--- config.mk ---
export PLATFORM = sky130hd
export DESIGN_NAME = issue_stage_top
export DESIGN_NICKNAME = d
export VERILOG_FILES = /design/src/source/issue_pkg.sv /design/src/source/issue_stage_top.sv /design/src/source/issue_perf_wb.sv /design/src/source/dual_issue.sv /design/src/source/inst_decoder.sv /design/src/source/inst_queue.sv
export SDC_FILE = /design/constraint.sdc
export NUM_CORES = 1
export LEC_CHECK = 0
export ABC_AREA = 1
export BUFFER_PORTS_ARGS = -buffer_cell sky130_fd_sc_hd__buf_4
export CAP_MARGIN = 40
export CORE_MARGIN = 2
export CORE_UTILIZATION = 25
export CTS_CLUSTER_DIAMETER = 60
export CTS_CLUSTER_SIZE = 20
export DETAILED_ROUTE_END_ITERATION = 8
export PLACE_DENSITY = 0.43
export SYNTH_ARGS = -nofsm -noshare
export SYNTH_HDL_FRONTEND = slang
export SYNTH_HIERARCHICAL = 1
export SYNTH_SLANG_ARGS = --single-unit
--- constraint.sdc ---
create_clock -name clk -period 7.4 [get_ports clk]
set_input_delay 1.48 -clock clk [delete_from_list [all_inputs] [get_ports clk]]
set_output_delay 1.48 -clock clk [all_outputs]
set_load 0.02 [all_outputs]
--- src/source/issue_pkg.sv ---
package issue_pkg;

    typedef logic [31:0] addr_t;
    typedef logic [31:0] word_t;    // also counter and wishbone data width
    typedef logic [4:0]  reg_idx_t;

    localparam int queue_depth = 8;

    typedef logic [2:0] queue_ptr_t;
    typedef logic [3:0] queue_cnt_t;

    // major opcodes
    localparam logic [5:0] op_special = 6'h00;
    localparam logic [5:0] op_regimm  = 6'h01;
    localparam logic [5:0] op_j       = 6'h02;
    localparam logic [5:0] op_jal     = 6'h03;
    localparam logic [5:0] op_lui     = 6'h0f;
    localparam logic [5:0] op_cop0    = 6'h10;

    // cop0 sub-decode
    localparam logic [4:0] cop0_rs_mf = 5'h00;
    localparam logic [4:0] cop0_rs_mt = 5'h04;
    localparam logic [5:0] fn_tlbr    = 6'h01;
    localparam logic [5:0] fn_tlbwi   = 6'h02;
    localparam logic [5:0] fn_tlbp    = 6'h08;

    localparam reg_idx_t link_reg = 5'd31;

    // counter port map
    localparam logic [3:0] wb_adr_cnt_1 = 4'h0;
    localparam logic [3:0] wb_adr_cnt_2 = 4'h4;

    typedef enum logic [4:0] {
        alu_r, alu_i, shift, lui,
        load, store,
        branch, jump_imm, jump_reg,
        mult, mfhilo,
        mfc0, mtc0,
        tlbp, tlbr, tlbwi,
        nop, illegal
    } op_kind_e;

    // same bit layout as the fetch fifo word
    typedef struct packed {
        logic  refill;
        logic  invalid;
        addr_t pc;
        word_t inst;
    } fetch_pkt_t;

    typedef struct packed {
        op_kind_e    kind;
        reg_idx_t    rs;
        reg_idx_t    rt;
        reg_idx_t    rd;
        reg_idx_t    sa;
        logic        w_reg_ena;
        reg_idx_t    w_reg_dst;
        logic [15:0] imme;
        logic [25:0] j_imme;
        logic        is_jump;
        logic        is_ls;
        logic        is_hilo;
        logic        is_cop0;   // covers the tlb ops too
        logic        is_tlbp;
        logic        is_tlbr;
        logic        is_tlbwi;
    } decoded_t;

    typedef struct packed {
        logic     valid;
        addr_t    pc;
        word_t    inst;
        decoded_t dec;
        logic     in_delay_slot;
        logic     inst_adel;
        logic     refill;
        logic     invalid;
        logic     refetch;
    } issue_bundle_t;

endpackage
--- src/source/issue_stage_top.sv ---
`timescale 1ns/1ns

module issue_stage_top (
    input  logic                     clk,
    input  logic                     rst,

    input  logic                     push_valid,
    input  issue_pkg::fetch_pkt_t    push_pkt,
    output logic                     push_ready,

    input  logic                     stall,
    input  logic                     cls_refetch,

    output issue_pkg::issue_bundle_t slot_1,
    output issue_pkg::issue_bundle_t slot_2,

    // perf counter port
    input  logic                     wb_cyc,
    input  logic                     wb_stb,
    input  logic                     wb_we,
    input  logic [3:0]               wb_adr,
    output issue_pkg::word_t         wb_dat_o,
    output logic                     wb_ack
);
    import issue_pkg::*;

    fetch_pkt_t head_1;
    fetch_pkt_t head_2;
    queue_cnt_t head_cnt;
    logic       pop_1;
    logic       pop_2;

    inst_queue inst_queue_i (
        .clk        (clk),
        .rst        (rst),
        .push_valid (push_valid),
        .push_pkt   (push_pkt),
        .push_ready (push_ready),
        .pop_1      (pop_1),
        .pop_2      (pop_2),
        .head_1     (head_1),
        .head_2     (head_2),
        .head_cnt   (head_cnt)
    );

    dual_issue dual_issue_i (
        .clk         (clk),
        .rst         (rst),
        .stall       (stall),
        .cls_refetch (cls_refetch),
        .head_1      (head_1),
        .head_2      (head_2),
        .head_cnt    (head_cnt),
        .pop_1       (pop_1),
        .pop_2       (pop_2),
        .slot_1      (slot_1),
        .slot_2      (slot_2)
    );

    issue_perf_wb issue_perf_wb_i (
        .clk      (clk),
        .rst      (rst),
        .issue_1  (slot_1.valid),
        .issue_2  (slot_2.valid),
        .wb_cyc   (wb_cyc),
        .wb_stb   (wb_stb),
        .wb_we    (wb_we),
        .wb_adr   (wb_adr),
        .wb_dat_o (wb_dat_o),
        .wb_ack   (wb_ack)
    );

endmodule

--- src/source/issue_perf_wb.sv ---
`timescale 1ns/1ns

module issue_perf_wb (
    input  logic             clk,
    input  logic             rst,

    input  logic             issue_1,
    input  logic             issue_2,

    input  logic             wb_cyc,
    input  logic             wb_stb,
    input  logic             wb_we,
    input  logic [3:0]       wb_adr,
    output issue_pkg::word_t wb_dat_o,
    output logic             wb_ack
);
    import issue_pkg::*;

    word_t cnt_1;
    word_t cnt_2;
    logic  req;

    assign req = wb_cyc && wb_stb && !wb_ack;   // idle cycle after each ack

    always_ff @(posedge clk) begin
        if (rst) begin
            cnt_1 <= '0;
            cnt_2 <= '0;
        end else begin
            if (issue_1) cnt_1 <= cnt_1 + word_t'(1);
            if (issue_2) cnt_2 <= cnt_2 + word_t'(1);
        end
    end

    always_ff @(posedge clk) begin
        if (rst) begin
            wb_ack <= 1'b0;
        end else begin
            wb_ack <= req;
        end
    end

    always_ff @(posedge clk) begin
        if (req) begin
            if (wb_we) begin
                wb_dat_o <= '0;     // read only, writes just acked
            end else begin
                case (wb_adr)
                    wb_adr_cnt_1: wb_dat_o <= cnt_1;
                    wb_adr_cnt_2: wb_dat_o <= cnt_2;
                    default:      wb_dat_o <= '0;
                endcase
            end
        end
    end

    a_ack_single_cycle: assert property (
        @(posedge clk) disable iff (rst)
        wb_ack |=> !wb_ack
    );

endmodule

--- src/source/dual_issue.sv ---
`timescale 1ns/1ns

module dual_issue (
    input  logic                     clk,
    input  logic                     rst,

    input  logic                     stall,
    input  logic                     cls_refetch,   // from mem stage

    input  issue_pkg::fetch_pkt_t    head_1,
    input  issue_pkg::fetch_pkt_t    head_2,
    input  issue_pkg::queue_cnt_t    head_cnt,

    output logic                     pop_1,
    output logic                     pop_2,

    output issue_pkg::issue_bundle_t slot_1,
    output issue_pkg::issue_bundle_t slot_2
);
    import issue_pkg::*;

    decoded_t dec_1;
    decoded_t dec_2;
    logic     raw_conflict;
    logic     pair_ok;
    logic     tlb_write_issued;
    logic     refetch;

    inst_decoder dec_1_i (
        .inst (head_1.inst),
        .dec  (dec_1)
    );

    inst_decoder dec_2_i (
        .inst (head_2.inst),
        .dec  (dec_2)
    );

    // w_reg_ena is already low for r0
    assign raw_conflict = dec_1.w_reg_ena &&
                          (dec_1.w_reg_dst == dec_2.rs || dec_1.w_reg_dst == dec_2.rt);

    always_comb begin
        if (raw_conflict) begin
            pair_ok = 1'b0;
        end else if (dec_1.is_jump || dec_2.is_jump) begin
            pair_ok = !dec_2.is_jump;   // jump in slot 1 takes its delay slot
        end else if (dec_1.is_hilo || dec_2.is_hilo) begin
            pair_ok = dec_1.is_hilo ^ dec_2.is_hilo;
        end else if (dec_1.is_cop0 || dec_2.is_cop0) begin
            pair_ok = 1'b0;
        end else if (dec_1.is_ls || dec_2.is_ls) begin
            pair_ok = dec_1.is_ls ^ dec_2.is_ls;
        end else begin
            pair_ok = 1'b1;
        end
    end

    // need two entries so a delay slot is always visible
    assign pop_1 = !stall && head_cnt >= queue_cnt_t'(2);
    assign pop_2 = pop_1 && pair_ok;

    assign tlb_write_issued = (pop_1 && (dec_1.is_tlbr || dec_1.is_tlbwi)) ||
                              (pop_2 && (dec_2.is_tlbr || dec_2.is_tlbwi));

    always_ff @(posedge clk) begin
        if (rst) begin
            refetch <= 1'b0;
        end else if (refetch) begin
            refetch <= !cls_refetch;
        end else begin
            refetch <= tlb_write_issued;
        end
    end

    always_comb begin
        slot_1.valid         = pop_1;
        slot_1.pc            = head_1.pc;
        slot_1.inst          = head_1.inst;
        slot_1.dec           = dec_1;
        slot_1.in_delay_slot = 1'b0;
        slot_1.inst_adel     = head_1.pc[1:0] != 2'b00;
        slot_1.refill        = head_1.refill;
        slot_1.invalid       = head_1.invalid;
        slot_1.refetch       = refetch;

        slot_2.valid         = pop_2;
        slot_2.pc            = head_2.pc;
        slot_2.inst          = head_2.inst;
        slot_2.dec           = dec_2;
        slot_2.in_delay_slot = dec_1.is_jump;
        slot_2.inst_adel     = head_2.pc[1:0] != 2'b00;
        slot_2.refill        = head_2.refill;
        slot_2.invalid       = head_2.invalid;
        slot_2.refetch       = refetch;
    end

    // slot 2 never runs alone and never holds a jump
    a_slot_2_needs_slot_1: assert property (
        @(posedge clk) disable iff (rst)
        slot_2.valid |-> slot_1.valid && !slot_2.dec.is_jump
    );

endmodule

--- src/source/inst_decoder.sv ---
`timescale 1ns/1ns

module inst_decoder (
    input  issue_pkg::word_t    inst,
    output issue_pkg::decoded_t dec
);
    import issue_pkg::*;

    logic [5:0] opcode;
    logic [5:0] funct;
    op_kind_e   kind;
    reg_idx_t   dst;
    logic       has_dst;

    assign opcode = inst[31:26];
    assign funct  = inst[5:0];

    always_comb begin
        kind = illegal;
        case (opcode)
            op_special: begin
                case (funct)
                    6'h00, 6'h02, 6'h03, 6'h04, 6'h06, 6'h07: kind = shift;
                    6'h08, 6'h09:                             kind = jump_reg;
                    6'h10, 6'h12:                             kind = mfhilo;
                    // mthi/mtlo grouped with mult, both write hi/lo
                    6'h11, 6'h13, 6'h18, 6'h19, 6'h1a, 6'h1b: kind = mult;
                    6'h20, 6'h21, 6'h22, 6'h23,
                    6'h24, 6'h25, 6'h26, 6'h27,
                    6'h2a, 6'h2b:                             kind = alu_r;
                    default:                                  kind = illegal;
                endcase
            end
            op_regimm, 6'h04, 6'h05, 6'h06, 6'h07: kind = branch;
            op_j, op_jal:                          kind = jump_imm;
            6'h08, 6'h09, 6'h0a, 6'h0b,
            6'h0c, 6'h0d, 6'h0e:                   kind = alu_i;
            op_lui:                                kind = lui;
            6'h20, 6'h21, 6'h22, 6'h23,
            6'h24, 6'h25, 6'h26:                   kind = load;
            6'h28, 6'h29, 6'h2a, 6'h2b, 6'h2e:     kind = store;
            op_cop0: begin
                if (inst[25]) begin     // CO bit, tlb ops
                    case (funct)
                        fn_tlbr:  kind = tlbr;
                        fn_tlbwi: kind = tlbwi;
                        fn_tlbp:  kind = tlbp;
                        default:  kind = illegal;
                    endcase
                end else if (inst[25:21] == cop0_rs_mf) begin
                    kind = mfc0;
                end else if (inst[25:21] == cop0_rs_mt) begin
                    kind = mtc0;
                end
            end
            default: kind = illegal;
        endcase
        if (inst == '0) begin
            kind = nop;
        end
    end

    always_comb begin
        dst     = '0;
        has_dst = 1'b0;
        case (kind)
            alu_r, shift, mfhilo: begin
                dst     = inst[15:11];
                has_dst = 1'b1;
            end
            jump_reg: begin
                dst     = inst[15:11];
                has_dst = funct[0];     // jalr only
            end
            alu_i, lui, load, mfc0: begin
                dst     = inst[20:16];
                has_dst = 1'b1;
            end
            jump_imm: begin
                dst     = link_reg;
                has_dst = opcode == op_jal;
            end
            branch: begin
                dst     = link_reg;
                has_dst = opcode == op_regimm && inst[20];  // bltzal/bgezal
            end
            default: begin
                dst     = '0;
                has_dst = 1'b0;
            end
        endcase
    end

    always_comb begin
        dec.kind      = kind;
        dec.rs        = inst[25:21];
        dec.rt        = inst[20:16];
        dec.rd        = inst[15:11];
        dec.sa        = inst[10:6];
        dec.w_reg_ena = has_dst && dst != '0;   // r0 writes dropped
        dec.w_reg_dst = dst;
        dec.imme      = inst[15:0];
        dec.j_imme    = inst[25:0];
        dec.is_jump   = kind inside {branch, jump_imm, jump_reg};
        dec.is_ls     = kind inside {load, store};
        dec.is_hilo   = kind inside {mult, mfhilo};
        dec.is_cop0   = kind inside {mfc0, mtc0, tlbp, tlbr, tlbwi};
        dec.is_tlbp   = kind == tlbp;
        dec.is_tlbr   = kind == tlbr;
        dec.is_tlbwi  = kind == tlbwi;
    end

endmodule

--- src/source/inst_queue.sv ---
`timescale 1ns/1ns

module inst_queue (
    input  logic                  clk,
    input  logic                  rst,

    input  logic                  push_valid,
    input  issue_pkg::fetch_pkt_t push_pkt,
    output logic                  push_ready,

    input  logic                  pop_1,
    input  logic                  pop_2,

    output issue_pkg::fetch_pkt_t head_1,
    output issue_pkg::fetch_pkt_t head_2,
    output issue_pkg::queue_cnt_t head_cnt
);
    import issue_pkg::*;

    fetch_pkt_t mem [queue_depth];

    queue_ptr_t rd_ptr;
    queue_ptr_t rd_ptr_2;   // second oldest entry
    queue_ptr_t wr_ptr;
    queue_cnt_t cnt;
    queue_cnt_t pop_num;
    logic       push_fire;

    assign push_ready = cnt < queue_cnt_t'(queue_depth);
    assign push_fire  = push_valid && push_ready;
    assign pop_num    = queue_cnt_t'(pop_1) + queue_cnt_t'(pop_2);

    assign rd_ptr_2 = rd_ptr + queue_ptr_t'(1);

    always_ff @(posedge clk) begin
        if (push_fire) begin
            mem[wr_ptr] <= push_pkt;
        end
    end

    // pointers wrap on their own, depth is a power of two
    always_ff @(posedge clk) begin
        if (rst) begin
            rd_ptr <= '0;
            wr_ptr <= '0;
            cnt    <= '0;
        end else begin
            if (push_fire) begin
                wr_ptr <= wr_ptr + queue_ptr_t'(1);
            end
            rd_ptr <= rd_ptr + queue_ptr_t'(pop_num);
            cnt    <= cnt + queue_cnt_t'(push_fire) - pop_num;
        end
    end

    assign head_1   = mem[rd_ptr];
    assign head_2   = mem[rd_ptr_2];
    assign head_cnt = cnt;

    // a full queue must not move its write side
    a_no_push_when_full: assert property (
        @(posedge clk) disable iff (rst)
        cnt == queue_cnt_t'(queue_depth) |=> wr_ptr == $past(wr_ptr)
    );

    // issue side never pops entries that are not there
    a_pop_within_cnt: assert property (
        @(posedge clk) disable iff (rst)
        pop_num <= cnt
    );

endmodule

* Yosys cells after proc, flatten, opt, wreduce, memory -nomap -nowiden
Memory sizes are Yosys's and may differ from the RTL's. A register that Yosys moved wholly into a read port is not among the register bits.
Cells that the tools add are included.
** Cells by class
- Add/sub/neg operators :: 8
- Magnitude comparators :: 2
- Equal/unequal tests :: 97
- Muxes and demuxes :: 26
- Bitwise gates (word level) :: 2
- Reductions and logical operators :: 63
** Operators with widths (count)
- 6-bit == test, second input constant :: 24
- 6-bit by 4-bit == test with 1-bit output, second input constant :: 18
- 5-bit by 4-bit == test with 1-bit output, second input constant :: 16
- 5-bit case mux with 8 select lines :: 2
- 32-bit by 1-bit adder with 32-bit output, second input constant :: 2
- 32-bit logical NOT :: 2
- 32-bit case mux with 2 select lines :: 1
- 5-bit case mux with 3 select lines :: 4
- 5-bit by 3-bit == test with 1-bit output, second input constant :: 10
- 6-bit by 3-bit == test with 1-bit output, second input constant :: 8
- 7-bit OR reduction :: 6
- 5-bit two-way mux :: 8
- 6-bit by 2-bit == test with 1-bit output, second input constant :: 6
- 6-bit by 1-bit == test with 1-bit output, second input constant :: 4
- 5-bit by 2-bit == test with 1-bit output, second input constant :: 4
- 5-bit logical NOT :: 4
- 5-bit nonzero test :: 4
- 5-bit OR reduction :: 4
- 4-bit OR reduction :: 4
- 6-bit by 5-bit == test with 1-bit output, second input constant :: 2
- 1-bit logical AND :: 12
- 6-bit logical NOT :: 2
- 2-bit nonzero test :: 6
- 5-bit by 1-bit == test with 1-bit output, second input constant :: 2
- 18 further kinds :: 43
** Word-level totals
- Register bits after elaboration :: 108
- Memory bits (writable) :: 528
- ROM bits :: 512
- Input bits :: 78
- Output and inout port bits :: 334
- Memories kept :: 3
** Memories
- inst_queue_i.mem :: words 8, width 66, read ports 2, clocked after memory_dff 1, write ports 1, RTL line inst_queue.sv:20 : fetch_pkt_t mem [queue_depth];
- (name not given) :: words 64, width 4, read ports 1, clocked after memory_dff 0, write ports 0, RTL line inst_decoder.sv:22 : case (funct)
- (name not given) :: words 64, width 4, read ports 1, clocked after memory_dff 0, write ports 0, RTL line inst_decoder.sv:22

* Depth between registers and ports, before layout
Gate-level depths: netlist of run 1.
An unclocked memory read counts as a cell.
- Depth in word-level cells :: 20
- Depth in mapped cells :: 40
- Mapped depth without buffers :: 37

* Cells and area by module
The synthesis of run 1 kept the hierarchy.
** By module, submodules not included
- inst_queue :: times used 1, cells each 3591, area an instance 28862.7 sq um
- issue_perf_wb :: times used 1, cells each 713, area an instance 5081.1 sq um
- dual_issue :: times used 1, cells each 211, area an instance 1387.6 sq um
- inst_decoder (dual_issue_i.dec_1_i) :: times used 1, cells each 244, area an instance 1341.3 sq um
- inst_decoder (dual_issue_i.dec_2_i) :: times used 1, cells each 244, area an instance 1308.8 sq um

* Worst setup path before layout of run 1
OpenSTA, ideal clock, no wires.
- Kind :: register to output
- From :: register inst_queue_i.rd_ptr[0]
- To :: output slot_2[149] (netlist name)
- Arrival time :: 3.847 ns
- Data required time :: 5.920 ns
- Slack :: 2.073 ns
- Cell stages (with the launch flop) :: 26
- Cells stage by stage :: dfxtp_1 -> ha_1 -> buf_2 -> inv_2 -> buf_4 -> buf_2 -> nand3_1 -> nand2_1 -> nand2_1 -> nand2_1 -> nand3_1 -> nand3_2 -> inv_1 -> nor2_2 -> nand2_2 -> nand2_2 -> nor2_8 -> inv_1 -> nor2_1 -> nor3_1 -> inv_1 -> ha_1 -> a21oi_1 -> a21oi_2 -> and2_1 -> buf_4
** RTL lines
- start: declaration :: RTL line inst_queue.sv:22 : queue_ptr_t rd_ptr;
- start signal: assignment :: RTL line inst_queue.sv:51 : rd_ptr <= rd_ptr + queue_ptr_t'(pop_num);
- end: declaration :: RTL line issue_stage_top.sv:15 : output issue_pkg::issue_bundle_t slot_2,

==> results of run 1 <==
==> state kept, by name, summed over array words and instances (netlist names) <==
name and cells:
dual_issue_i/refetch 1, inst_queue_i/head_cnt 4, inst_queue_i/wr_ptr 3, issue_perf_wb_i/cnt_1 32, inst_queue_i/mem 528, issue_perf_wb_i/cnt_2 32
issue_perf_wb_i/wb_ack 1, inst_queue_i/rd_ptr 3, issue_perf_wb_i/wb_dat_o 32
==> placed cells by master, fill, tap and decap left out, types with 19 or more instances in the layout <==
master,Yosys,final
o21ai_0,23,23
nor2_2,29,30
nor3_1,27,26
nor2_4,11,19
nand2_1,1987,1987
dfxtp_1,76,73
nand2_2,19,19
buf_4,291,476
clkbuf_16,0,87
inv_1,694,692
nand4_1,48,48
nand3_1,629,629
edfxtp_1,560,560
a21oi_1,74,74
nor2_1,236,227
==> Yosys cell counts (all sizes together) (2+ instances only) <==
master and n:
nand2 2009, xor2 2, nand3 640, nand3b 3, fa 2, nor3 28
a21oi 80, dfxtp 76, and3 2, buf 460, inv 712, o21ai 25
clkbuf 30, nor4 2, nor2 278, nand4 48, edfxtp 560, clkinv 2
ha 12, or2 4, o22ai 13, and2 4, xnor2 3
==> power by group through the flow <==
stage | clock network [W] | logic, W | registers [W]
final | 0.00445 | 0.0127 | 0.00419
after global routing | 0.00471 | 0.0138 | 0.00420
after CTS | 0.00459 | 0.0129 | 0.00420
after detailed placement | 0 | 0.0129 | 0.00428
after global placement | 0 | 0.0128 | 0.00428
after floorplan | 0 | 0.00928 | 0.00424
==> worst register-to-register path, delay by kind of cell (launching register included) <==
kind / cells / cell delay [ns]
flip-flops: 1 / 0.46
AND/OR/NAND/NOR: 15 / 2.70
AO/OA/AOI/OAI: 2 / 0.28
buffers and inverters: 5 / 0.98
XOR/XNOR: 1 / 0.15
adder cells (fa/ha/maj): 5 / 1.44
==> final cells by class <==
type,instances,area [um^2]
fillers,16300,107000
clock buffers,89,2180
diodes,2,5.00
clock inverters,69,868
flip-flops and latches,636,18300
well taps,2030,2540
multi-input cells,3163,13700
repair buffers,489,3870
inverters,714,2710
==> metal layers <==
metal	part of all wire, %	GRT usage, %	vias up	wire [um]
met4	2.6	4.67	22	3450
li1	-	-	15600	-
met5	0.11	0	-	142
met3	6.2	3.61	211	8220
met1	44	21.3	14800	58100
met2	47	27.6	859	61700
==> what timing repair did <==
action / 4_1_cts / 5_1_grt
resized for setup: 0 / 1
setup buffers: 0 / 1
endpoints found under the setup margin: 0 / 1
==> cell families (layout without fill, tap and decap cells) <==
family / count (synthesis) / after routing / share of synthesized area, %
XOR/XNOR: 5 / 5 / 0.165
adder cells (fa/ha/maj): 14 / 14 / 0.501
AO/OA/AOI/OAI: 124 / 124 / 1.79
buffers and inverters: 1204 / 1361 / 15.9
flip-flops: 636 / 636 / 48.3
AND/OR/NAND/NOR: 3019 / 3019 / 33.3
other: 1 / 3 / 0.00987
==> metrics by stage <==
stage / setup WS [ns] / util [%] / instance area, um^2 / total power, W / std cells
3_5_place_dp: 0.854 / 27.2 / 41100 / 0.0171 / 7032
6_report: 0.479 / 29.2 / 44200 / 0.0213 / 7192
3_3_place_gp: 0.896 / 27.0 / 40900 / 0.0171 / 7023
4_1_cts: 0.0899 / 29.2 / 44200 / 0.0217 / 7190
5_1_grt: 0.0992 / 29.2 / 44200 / 0.0227 / 7192
2_1_floorplan: 2.07 / - / 38000 / 0.0135 / 5003
==> final timing paths <==
path / slack [ns] / depth (start not counted) / from / endpoint
worst max-delay path: 0.48 / 21 / inst_queue_i/rd_ptr[0] / slot_2[149]
worst min-delay path: 0.47 / 1 / issue_perf_wb_i/wb_ack / issue_perf_wb_i/wb_ack
worst max register to register: 1.27 / 28 / inst_queue_i/rd_ptr[0] / inst_queue_i/head_cnt[2]
worst min register to register: 0.47 / 1 / issue_perf_wb_i/wb_ack / issue_perf_wb_i/wb_ack
==> flow_summary.yaml, run 1 <==
synthesis:
  syn_area_um2: 38000
  synth_top_area_cell: "edfxtp_1"
  synth_top_area_share_pct: 44.3
  synthDistinctLibCells: 47
  ys_ff_latch: 636
  yosys_warnings: 6
  synthTopCellsByArea: "edfxtp_1 44%, nand2_1 20%, nand3_1 8.3%"
  syn_nets: 5095
  synth_edf_count: 560
  synth_ff_type: "edfxtp_1"
  postSynthAreaPerCell_um2: 7.59
  synth_cells: 5003
  ys_seq_area_share_pct: 48.3
  synth-async-reset-ratio_pct: 0
sta:
  rsz0062_at_grt: "no"
  finalSetupViolations: 0
  finalSetupTns_ns: 0
  drv_slew: 0
  period_needed_ns: 6.92
  finalCritPeriodShare_pct: 93.5
  finalHoldViolations: 0
  timing.hold.ws_ns: 0.467
  fin_skew_ns: 0.0299
  fmax_mhz: 144
  relSlewSlack_pct: 26.1
  tightest_slew_ns: 1.11
layout:
  nets: 5182
  drive_gt1_share_pct: 14.7
  area_delta_synth_final_pct: 16.4
worst_setup_path:
  path_common_cell: "nand2_1"
  end_kind: "output pin"
  path_buf_inv: 4
  critPathKind: "flop to output pin"
  start_kind: "flop"
  worst-path-max-fanout: 232
  worstPathRequired_ns: 5.92
  cpMaxStageDelayCell: "buf_12"
  cp_slowest_stage_delay_ns: 0.63
  path_delay_family: "simple AND/OR/NAND/NOR gates"
  worstPathArrival_ns: 5.44
  cp_cell_sequence: "buf_12 -> nand2_1 -> nand3_1 -> nand2_1 -> nand2_1 -> nand2_1 -> nor2_4 -> nand4_1 -> nor2_1 -> nand2_1 -> nand2_1 -> nand2_2 -> inv_1 -> nor2_1 -> nor3_1 -> inv_1 -> ha_1 -> a21oi_1 -> a21oi_2 -> and2_2 -> buf_4"
power_and_ir_drop:
  p_clk_share_pct: 20.9
  ir_worst_vdd_v: 0.000342
  p_comb_share_pct: 59.5
  p_sw_w: 0.0107
  internal-power_w: 0.0107
  p_leak_nw: 20.2
  power_frac_seq_pct: 19.6
  p_per_area_nw_per_um2: 483
  switching_share_pct: 50.0
hold_path:
  hold_path_class: "flop to flop"
floorplanning:
  pin_count: 412
  placeableCoreArea_um2: 151000
  die_area_um2: 155000
  num_rows: 143
  start_util_pct: 25.1
  die_y_um: 394
  die_width_um: 394
clocking:
  numCtsBuffers: 86
  cts.sinks: 636
  clockBufferDepth: 3
  cts_tree: "done"
  holdBufCountCts: 0
  clk_latency_ns: 0.69
  h-tree-depth: 3
  path_clk_slew_ns: 0.06
  cts-root-buf: "clkbuf_16"
route:
  routedWlPerCell_um: 18.3
  drcViolationCount: 0
  wirelength_um: 132000
  ant_nets: 0
  drt_iter0_drc: 2145
  vias_per_cell: 4.39
  drt_first_pass_iters: 6
  vias: 31500
status:
  outcome: "finished clean"
global_route:
  track_usage_pct: 16.5
  grt_pass1_wl_um: 193000
  overflow: 0
  grt_pass1_vias: 29600
  grt_max_degree: 233
  antenna_found_initial: 21
place:
  gp_congestion: 0.842
  dp_hpwl_um: 88000
  numPortBuffers: 410
job:
  max-cap-violations: 0
(Power assumes the default switching activity.)
==> run 2, diff against run 1 <==
--- a/config.mk
+++ b/config.mk
@@ -9,11 +9,11 @@
 export BUFFER_PORTS_ARGS = -buffer_cell sky130_fd_sc_hd__buf_4
 export CAP_MARGIN = 40
 export CORE_MARGIN = 2
-export CORE_UTILIZATION = 25
+export CORE_UTILIZATION = 43
 export CTS_CLUSTER_DIAMETER = 60
 export CTS_CLUSTER_SIZE = 20
 export DETAILED_ROUTE_END_ITERATION = 8
-export PLACE_DENSITY = 0.43
+export PLACE_DENSITY = 0.64
 export SYNTH_ARGS = -nofsm -noshare
 export SYNTH_HDL_FRONTEND = slang
 export SYNTH_HIERARCHICAL = 1
==> run 2 against run 1 <==
Critical path type unchanged. Die area is 41% lower. Design area is 4.2% lower. Worst hold slack better by 0.0029 ns. Largest power group unchanged. First-iteration DRC count is 20% higher. Core utilization is 19 points higher. Via count is 0.17% higher. Sequential power hardly changed. Wire length is 15% lower.
==> flow_summary.yaml, run 2 (synthesis results as in run 1) <==
status:
  outcome: "finished clean"
route:
  ant_nets: 0
  vias_per_cell: 5.04
  drt_first_pass_iters: 8
  wirelength_um: 112000
  routedWlPerCell_um: 17.8
  vias: 31600
  drt_iter0_drc: 2581
  drcViolationCount: 0
global_route:
  grt_pass1_vias: 28600
  grt_max_degree: 242
  track_usage_pct: 24.0
  overflow: 0
  antenna_found_initial: 9
  grt_pass1_wl_um: 167000
sta:
  finalSetupViolations: 0
  finalHoldViolations: 0
  period_needed_ns: 6.94
  rsz0062_at_grt: "no"
  finalCritPeriodShare_pct: 93.8
  relSlewSlack_pct: 1.73
  finalSetupTns_ns: 0
  tightest_slew_ns: 1.47
  drv_slew: 0
  fin_skew_ns: 0.0388
  fmax_mhz: 144
worst_setup_path:
  start_kind: "flop"
  worst-path-max-fanout: 265
  end_kind: "output pin"
  reg2reg_depth: 28
  critPathKind: "flop to output pin"
  r2r-end: "inst_queue_i/head_cnt[2]"
  cp_cell_sequence: "buf_12 -> nand2_1 -> nand3_1 -> nand2_1 -> nand2_1 -> nand2_1 -> nor2_4 -> nand3_1 -> a21oi_1 -> nand2_1 -> nand2_2 -> nor2_8 -> inv_1 -> nor2_1 -> nor3_1 -> inv_1 -> ha_1 -> a21oi_1 -> a21oi_2 -> and2_1 -> buf_4"
  reg2reg_from: "inst_queue_i/rd_ptr[0]"
  ff2ff_setup_slack_ns: 1.20
  path_buf_inv: 4
  cp_slowest_stage_delay_ns: 0.53
  worstPathRequired_ns: 5.92
  worstPathArrival_ns: 5.46
  path_delay_family: "simple AND/OR/NAND/NOR gates"
  path_common_cell: "nand2_1"
  cpMaxStageDelayCell: "buf_12"
clocking:
  cts-root-buf: "clkbuf_16"
  holdBufCountCts: 0
  cts_tree: "done"
  clockBufferDepth: 3
  path_clk_slew_ns: 0.07
  cts.sinks: 636
  h-tree-depth: 3
  clk_latency_ns: 0.63
  numCtsBuffers: 67
layout:
  nets: 5142
  drive_gt1_share_pct: 13.8
  most-common-layout-cells: "1987 x nand2_1, 692 x inv_1, 629 x nand3_1, 560 x edfxtp_1, 446 x buf_4"
  regMostFlops: "inst_queue_i/mem"
  largest_reg_flops: 528
  final_common_cell: "nand2_1"
  area_delta_synth_final_pct: 11.5
hold_path:
  hold_path_class: "flop to flop"
  hp-start: "issue_perf_wb_i/cnt_1[8]"
  worstHoldPathCells: 2
  min_to: "issue_perf_wb_i/cnt_1[8]"
job:
  max-cap-violations: 0
floorplanning:
  pin_count: 412
  placeableCoreArea_um2: 88000
  start_util_pct: 43.2
  die_width_um: 301
  num_rows: 109
  die_y_um: 301
  die_area_um2: 90700
power_and_ir_drop:
  p_leak_nw: 19.8
  p_per_area_nw_per_um2: 469
  ir_worst_vdd_v: 0.000418
  power.total_w: 0.0199
place:
  numPortBuffers: 410
  dp_hpwl_um: 71500
  gp_congestion: 0.910
run 2: changes by cell type in the layout (fill, tap and decap cells not counted), sizes merged:
cell,before,now
buf,489,468
diode,2,3
clkbuf,89,72
inv,727,732
clkinvlp,14,4
bufinv,13,4
clkinv,29,25
run 2: tightest hold or removal path: stages, from the launching register on:
cell	delay [ns]
dfxtp_1	0.31
inv_1	0.07
a21oi_1	0.06
run 2: metal layers:
metal	global-route usage, %	share of wire [%]
met1	31.5	42
met2	40.6	48
met3	3.83	7.1
met4	7.46	2.7
met5	0	0.064
run 2: what timing repair did:
item	4_1_cts	5_1_grt
endpoints found under the hold margin	0	0
gates resized for setup	0	1
buffers inserted	0	0
setup endpoints to repair	0	1
run 2: worst max-delay path by stage:
| stage | start | end | slack, ns | depth (start not counted) |
|---|---|---|---|---|
| finish | inst_queue_i/rd_ptr[0] | slot_2[149] | 0.46 | 21 |
| global route | inst_queue_i/rd_ptr[0] | slot_2[149] | 0.04 | 28 |
| CTS | inst_queue_i/rd_ptr[0] | slot_2[149] | 0.19 | 22 |
| detailed placement | inst_queue_i/rd_ptr[0] | slot_2[149] | 0.88 | 22 |
| global placement | inst_queue_i/rd_ptr[0] | slot_2[149] | 0.96 | 22 |
| floorplan | inst_queue_i/rd_ptr[0] | slot_2[149] | 2.07 | 25 |
run 2: power by group:
group / internal, W / switching, W
Clock: 0.00192 / 0.00161
Combinational: 0.00389 / 0.00827
Sequential: 0.00409 / 0.0000682
Total: 0.00990 / 0.00995
run 2: per-stage QoR:
step           util [%]  cell area (um^2)  hold slack (ns)  cells  setup slack (ns)
6_report           48.1             42300            0.470   6272             0.455
3_3_place_gp       45.1             39700            0.461   6132             0.957
2_1_floorplan         -             38000            0.441   5003              2.07
5_1_grt            48.1             42300            0.510   6271            0.0387
3_5_place_dp       45.5             40000            0.460   6147             0.877
4_1_cts            48.1             42300            0.470   6270             0.191
run 2: area by class of cell:
| class | count | area [um^2] |
|---|---|---|
| fill | 8413 | 45600 |
| sequential | 636 | 18300 |
| multi-input combinational | 3163 | 13700 |
| timing repair buffer | 468 | 3840 |
| inverter | 714 | 2710 |
| clock buffer | 72 | 1720 |
| tap | 1165 | 1460 |
| clock inverter | 51 | 591 |
| antenna | 3 | 7.51 |
